### src/source/bus_pkg.sv
// Shared widths, bus types and the address map of the scratchpad memory bus.
// Every RTL module and the testbench take these by a wildcard import.

`default_nettype none

package bus_pkg;

  // host bus widths
  localparam int ADDR_W = 32;
  localparam int DATA_W = 32;
  localparam int BYTE_W = 8;
  localparam int BE_W   = DATA_W / BYTE_W;

  typedef logic [ADDR_W-1:0] addr_t;
  typedef logic [DATA_W-1:0] data_t;
  typedef logic [BE_W-1:0]   be_t;

  // bank population
  localparam int NR_BANKS   = 4;
  localparam int BANK_IDX_W = $clog2(NR_BANKS);

  typedef logic [BANK_IDX_W-1:0] bank_idx_t;

  // one bank is 64 words of 32 bits
  localparam int BANK_WORDS = 64;
  localparam int BANK_SIZE  = BANK_WORDS * BE_W;

  // word index is taken from address bits 7 down to 2
  localparam int WORD_LSB = $clog2(BE_W);
  localparam int WORD_W   = $clog2(BANK_WORDS);
  localparam int WORD_MSB = WORD_LSB + WORD_W - 1;

  typedef logic [WORD_W-1:0] word_idx_t;

  // address map
  // windows sit 4 KiB apart, but each one only spans BANK_SIZE bytes
  localparam addr_t MAP_START  = 32'h8000_0000;
  localparam addr_t MAP_STRIDE = 32'h0000_1000;

  localparam addr_t BANK_BASE [NR_BANKS] = '{
    MAP_START,
    MAP_START + MAP_STRIDE,
    MAP_START + 2 * MAP_STRIDE,
    MAP_START + 3 * MAP_STRIDE
  };

  // one mask for every window
  localparam addr_t BANK_MASK = ~(addr_t'(BANK_SIZE) - addr_t'(1));

endpackage

`default_nettype wire
### src/source/bus_if.sv
// One device port of the memory bus, between the decoder and a scratchpad bank.
// The decoder drives the request side, the bank answers with rvalid and rdata
// one cycle later, and the response mux only watches the response side.

`timescale 1ns/1ps
`default_nettype none

interface bus_if import bus_pkg::*; ();

  // request, valid in the cycle it is granted
  logic      req;
  word_idx_t addr;
  logic      we;
  be_t       be;
  data_t     wdata;

  // response, one cycle after req
  logic      rvalid;
  data_t     rdata;

  // decoder side drives the request
  modport decoder_mp (
    output req, addr, we, be, wdata
  );

  // bank takes the request and answers
  modport bank_mp (
    input  req, addr, we, be, wdata,
    output rvalid, rdata
  );

  // response mux only listens
  modport resp_mp (
    input rvalid, rdata
  );

endinterface

`default_nettype wire

### src/source/scratch_bank.sv
// One scratchpad word bank hanging off the memory bus.
// Holds BANK_WORDS words; writes honor the byte enables and land at the same
// edge the request is taken. Every request, read or write, gets rvalid one
// cycle later, and a read brings the addressed word along as rdata.

`timescale 1ns/1ps
`default_nettype none

module scratch_bank import bus_pkg::*; (
  input  logic   clk_sys_i,
  input  logic   rst_sys_ni,

  // request in, response out
  bus_if.bank_mp port_i
);

  // storage array
  data_t mem_q [BANK_WORDS];

  // response registers
  logic  rvalid_q;
  data_t rdata_q;

  // decoded request kinds
  logic  wr_en;
  logic  rd_en;

  assign wr_en = port_i.req & port_i.we;
  assign rd_en = port_i.req & ~port_i.we;

  // byte-merged write
  // disabled lanes keep their old contents
  always_ff @(posedge clk_sys_i) begin
    if (wr_en) begin
      for (int b = 0; b < BE_W; b++) begin
        if (port_i.be[b]) begin
          mem_q[port_i.addr][b*BYTE_W +: BYTE_W] <= port_i.wdata[b*BYTE_W +: BYTE_W];
        end
      end
    end
  end

  // read data register
  // only loaded on a read, holds its value across writes
  always_ff @(posedge clk_sys_i) begin
    if (rd_en) begin
      rdata_q <= mem_q[port_i.addr];
    end
  end

  // one response per request, read or write
  always_ff @(posedge clk_sys_i or negedge rst_sys_ni) begin
    if (!rst_sys_ni) begin
      rvalid_q <= 1'b0;
    end else begin
      rvalid_q <= port_i.req;
    end
  end

  // response back onto the bus port
  assign port_i.rvalid = rvalid_q;
  assign port_i.rdata  = rdata_q;

endmodule

`default_nettype wire

### src/flat_wrapper.sv
// flat-port wrapper written by rule: the top's interface ports become plain ports
module scratch_bank_flat import bus_pkg::*;
  (clk_sys_i, rst_sys_ni, port_i_req, port_i_addr, port_i_we, port_i_be, port_i_wdata, port_i_rvalid, port_i_rdata);
  bus_if port_i_i ();
  input  logic clk_sys_i;
  input  logic rst_sys_ni;
  input wire logic [$bits(port_i_i.req)-1:0] port_i_req;
  input wire logic [$bits(port_i_i.addr)-1:0] port_i_addr;
  input wire logic [$bits(port_i_i.we)-1:0] port_i_we;
  input wire logic [$bits(port_i_i.be)-1:0] port_i_be;
  input wire logic [$bits(port_i_i.wdata)-1:0] port_i_wdata;
  output wire logic [$bits(port_i_i.rvalid)-1:0] port_i_rvalid;
  output wire logic [$bits(port_i_i.rdata)-1:0] port_i_rdata;
  assign port_i_i.req = port_i_req;
  assign port_i_i.addr = port_i_addr;
  assign port_i_i.we = port_i_we;
  assign port_i_i.be = port_i_be;
  assign port_i_i.wdata = port_i_wdata;
  assign port_i_rvalid = port_i_i.rvalid;
  assign port_i_rdata = port_i_i.rdata;
  scratch_bank u_core (.clk_sys_i(clk_sys_i), .rst_sys_ni(rst_sys_ni), .port_i(port_i_i));
endmodule
### config.mk
export PLATFORM = sky130hd
export DESIGN_NAME = scratch_bank_flat
export DESIGN_NICKNAME = d
export VERILOG_FILES = /design/src/source/bus_pkg.sv /design/src/source/bus_if.sv /design/src/source/scratch_bank.sv /design/src/flat_wrapper.sv
export SDC_FILE = /design/constraint.sdc
export NUM_CORES = 2
export LEC_CHECK = 0
export BUFFER_PORTS_ARGS = -buffer_cell sky130_fd_sc_hd__clkbuf_2
export CAP_MARGIN = 40
export CORE_MARGIN = 2
export CORE_UTILIZATION = 45
export DETAILED_ROUTE_END_ITERATION = 12
export SETUP_SLACK_MARGIN = 0.1
export SYNTH_ARGS = -nofsm -noshare
export SYNTH_HDL_FRONTEND = slang
export SYNTH_SLANG_ARGS = --single-unit
### constraint.sdc
create_clock -name clk_sys_i -period 5.8 [get_ports clk_sys_i]
set_input_delay 1.16 -clock clk_sys_i [delete_from_list [all_inputs] [get_ports clk_sys_i]]
set_output_delay 1.16 -clock clk_sys_i [all_outputs]
set_load 0.05 [all_outputs]
[After elaboration in Yosys (flattened, before gate mapping)]
Memory sizes are Yosys's and may differ from the RTL's. A register that Yosys moved wholly into a read port is not among the register bits.
Index checks and enable logic that the tools add are counted.
Word-level totals
  flip-flop bits (word level): 1
  RAM bits: 2048
  memories: 1
  output and inout bits: 33
Memories
  u_core.mem_q: depth 64, bits a word 32, rd ports 1, clocked after memory_dff 1, write ports 1, line scratch_bank.sv:18  | data_t mem_q [BANK_WORDS];
Operators by class
  multiplexer cells: 12
  bitwise gates (word level): 3
Operators with widths (number)
  two-way mux 1 bit: 12
  AND 1 bit: 2
  inverter 1 bit: 1

[Depth between registers and ports, before layout]
  depth after elaboration: 3
  mapped depth: 11

[Least setup slack after synthesis]
Ideal clock, no wire load.
  path kind: input port to flip-flop
  start: input port_i_addr[1]
  end: memory u_core.mem_q[16][0] (netlist name), enable pin
  required time: 5.430 ns
  slack: 2.531 ns
  library setup time: 0.370 ns
  arrival: 2.898 ns
  buffers on the path: 4
  stages on the path: 8
  path through: buf_6 -> or2_2 -> nor2_1 -> buf_2 -> buf_2 -> buf_1 -> nand2_1 -> nor2_1
RTL lines
  start: declaration: line flat_wrapper.sv:8  | input wire logic [$bits(port_i_i.addr)-1:0] port_i_addr;
  end: declaration: line scratch_bank.sv:18
Straight into the memory's write port.

[Final worst setup path]
  start: input port_i_addr[0]
  end: memory u_core.mem_q[8][24] (netlist name), enable pin
Straight into the memory's write port.

==> results by group <==
Timing
  • Slew at the pin with the worst max-slew slack: 1010 ps
  • Slew Viols, Final: 0
  • Min setup slack post-route: 1910 ps
  • Worst rel slew slack: 31.9%
  • RSZ-0062 raised after global routing: no
  • Fmax achieved: 257 MHz
  • Minimum clock period: 3890 ps
  • Count of final setup violators: 0
  • Final period util: 67.1%
  • Final hold vios: 0
  • Setup TNS: 0 ps
  • Worst Skew: 65.5 ps

Floorplanning
  • Die Wd: 426 um
  • IO Count: 79
  • Die Y: 426 um
  • FP Rows: 154
  • Core footprint: 176000 um^2
  • Starting density of the core: 45.3%
  • DIE AREA: 181000 um^2

GRT
  • Remaining Overflow, GRT: 0
  • Global Route Usage Sum: 27.9%
  • Vias in the first global route: 45300
  • Initial antenna violation count: 36
  • First-pass GRT wire length: 354000 um
  • Largest net degree at the start of global routing: 124

Layout
  • Synth-to-layout area growth: 14.3%
  • Share of layout cells above drive strength 1: 17.7%
  • Fillers: 14300
  • Final instance area: 91400 um^2
  • Fin nets: 4911
  • Non-filler instance count after layout: 7393
  • Final Core Density: 51.8%

Synth
  • Top cell type's share of synthesized area: 78.1%
  • Most numerous cell in the Yosys netlist: edfxtp_1
  • Largest area contributor in the netlist: edfxtp_1
  • Post-synth top cells: edfxtp_1 (2080), nor2_1 (354), a22oi_1 (280)
  • Seq cells post-synth: 2081
  • Seq/Total Area, Yosys: 78.1%
  • FFs w/ async S/R, synth: 0.0481%
  • Top post-synthesis cells by area: edfxtp_1 (78%), mux2i_1 (3.3%), a221oi_1 (3.0%)
  • Synthesized instance count: 4579
  • Mapped cell area: 80000 um^2
  • Netlist cell types: 61
  • EDFF count, synth: 2080
  • Ys flop type: edfxtp_1
  • Syn nets: 4625
  • Syn avg cell area: 17.5 um^2
  • Synth warnings: 0

Job
  • Max-cap violation count: 0

Clock tree
  • Post-CTS setup buffer count: 0
  • CTS tree: yes
  • CTS Buffer Depth: 3
  • Worst-Skew Late Latency: 880 ps
  • Clock Sinks: 2081
  • Clk slew on worst S/H paths: 60 ps
  • CTS Buf Count: 204
  • Root Buffer: clkbuf_16
  • H-tree Lvls: 4
  • CTS-repair resized insts: 0
  • Count of hold-fix buffers inserted at cts: 0

Placement
  • IO buf count: 78
  • Placed insts: 6998
  • Detailed placer's ending HPWL: 163000 um
  • Pre-CTS setup slack: 1200 ps
  • Final Wtd Congestion: 0.911
  • Placed Instance Area: 84800 um^2

Detailed routing
  • DR pass1 iterations: 8
  • Post-Route WL: 255000 um
  • Average routed wire per standard cell: 34.5 um
  • Initial DRC Count: 7099
  • DRC: 0
  • Routed Antenna Nets: 0
  • Routed vias: 47100
  • Detailed-route vias per instance: 6.37

Worst setup path
  • CP required: 6290 ps
  • Setup CP Type: in2reg
  • Critical path data arrival time: 4380 ps
  • CP Launch Type: input port
  • Worst Path Max Fanout: 58
  • Critical-path top delay cell: nor2_1
  • Buffers & Inverters on Critical Path: 2
  • CP Capture Type: flop
  • CP max stage delay: 790 ps
  • Top delay family on crit path: simple AND/OR/NAND/NOR gates
  • Worst path cell trace: buf_8 -> or2_2 -> nor2_4 -> buf_12 -> nand2_1 -> nor2_1

Power and ir drop
  • Leak pwr: 29.2 nW
  • Combinational share of power: 5.5%
  • Power per cell area: 343 nW/um^2
  • Peak VDD IR: 0.000312 V
  • Switching share of power: 22.5%
  • Seq pwr share: 53.0%
  • Psw: 7.06 mW
  • Power Internal: 24.3 mW
  • Clock Power Share: 41.5%

Worst hold path
  • Worst Hold Class: in2async

Run status
  • Run status: finished, final reports clean
==> worst paths after layout <==
path / cells after the start / from / slack, ps / endpoint
min in group clk_sys_i: 1 / port_i_req / 510 / u_core.port_i.rvalid$_DFF_PN0_
min: 1 / rst_sys_ni / 50 / u_core.port_i.rvalid$_DFF_PN0_
max: 6 / port_i_addr[0] / 1910 / u_core.mem_q[8][24]$_DFFE_PP_
max in group asynchronous: 1 / rst_sys_ni / 5660 / u_core.port_i.rvalid$_DFF_PN0_
max reg2reg: 5 / u_core.mem_q[44][24]$_DFFE_PP_ / 3250 / u_core.port_i.rdata[24]$_DFFE_PP_
min reg2reg: 3 / u_core.mem_q[0][22]$_DFFE_PP_ / 700 / u_core.port_i.rdata[22]$_DFFE_PP_
==> worst register-to-register path, stage by stage, from the launching register on <==
cell	delay, ps
edfxtp_1	360
a22oi_1	280
o22ai_1	140
nor4_1	760
o21ai_0	240
or4b_1	510
==> stage by stage <==
step	power [mW]	hold WS (ps)
after floorplan	17.8	614
after global placement	18.6	657
after detailed placement	18.7	664
after CTS	31.5	3.54
after global routing	32.1	22.9
final	31.4	53.4
==> routing by layer <==
| metal | wire [um] | vias up | global-route usage, % | share of wire, % |
|---|---|---|---|---|
| met5 | 161 | - | 0 | 0.063 |
| met1 | 97900 | 24300 | 38.0 | 38 |
| met4 | 12000 | 26 | 12.7 | 4.7 |
| met3 | 28100 | 479 | 7.12 | 11 |
| met2 | 117000 | 2918 | 42.3 | 46 |
| li1 | - | 19400 | - | - |
==> final cells by class <==
cell class | count | area [um^2] | area share [%]
inverters | 4 | 18.8 | 0.0205
diodes | 18 | 45.0 | 0.0493
well taps | 2340 | 2930 | 3.20
flip-flops and latches | 2081 | 62500 | 68.3
multi-input cells | 2155 | 16000 | 17.5
clock buffers | 252 | 5310 | 5.80
repair buffers | 419 | 3430 | 3.75
clock inverters | 124 | 1240 | 1.36
==> power by group through the flow <==
stage	sequential [mW]	clock [mW]	combinational, mW
floorplan	17.0	0	0.795
global placement	17.0	0	1.65
detailed placement	17.0	0	1.70
CTS	16.6	13.1	1.70
global route	16.6	13.7	1.79
finish	16.6	13.0	1.73
==> flip-flops by register name, summed over array words and instances, names as in the netlist <==
name	cells
u_core.mem_q	2048
u_core.port_i.rdata	32
u_core.port_i.rvalid	1
==> cell usage in the layout, fill, tap and decap left out, types with 16 or more instances in the layout <==
cell type	netlist	routed
o2bb2ai_1	28	28
o22a_1	16	16
nand2_1	105	105
clkbuf_16	0	204
mux4_2	43	43
nor4_1	29	29
a21oi_1	167	167
buf_12	0	19
edfxtp_1	2080	2080
mux2i_1	266	266
buf_4	22	306
a221o_1	16	16
o21ai_0	79	79
clkinv_1	0	53
clkbuf_2	0	75
clkinv_2	0	33
clkbuf_1	149	46
mux2_2	103	103
bufinv_16	0	16
mux2_1	17	17
nor2_1	354	348
a22oi_1	280	280
a221oi_1	274	274
o22ai_1	169	169
nor3_1	32	31
diode_2	0	18
a222oi_1	16	16
==> kinds of logic (layout without fill, tap and decap cells) <==
group                  after synthesis  after routing  share of synthesized area, %
DFF                               2081           2081                          78.1
AOI/OAI and AO/OA                 1122           1122                          10.1
and+or+nand+nor                    593            593                          3.23
muxes                              440            440                          6.43
buffers and inverters              343            799                          2.11
other                                0             18                             0
Note: power is estimated with default switching activity, not from simulation.
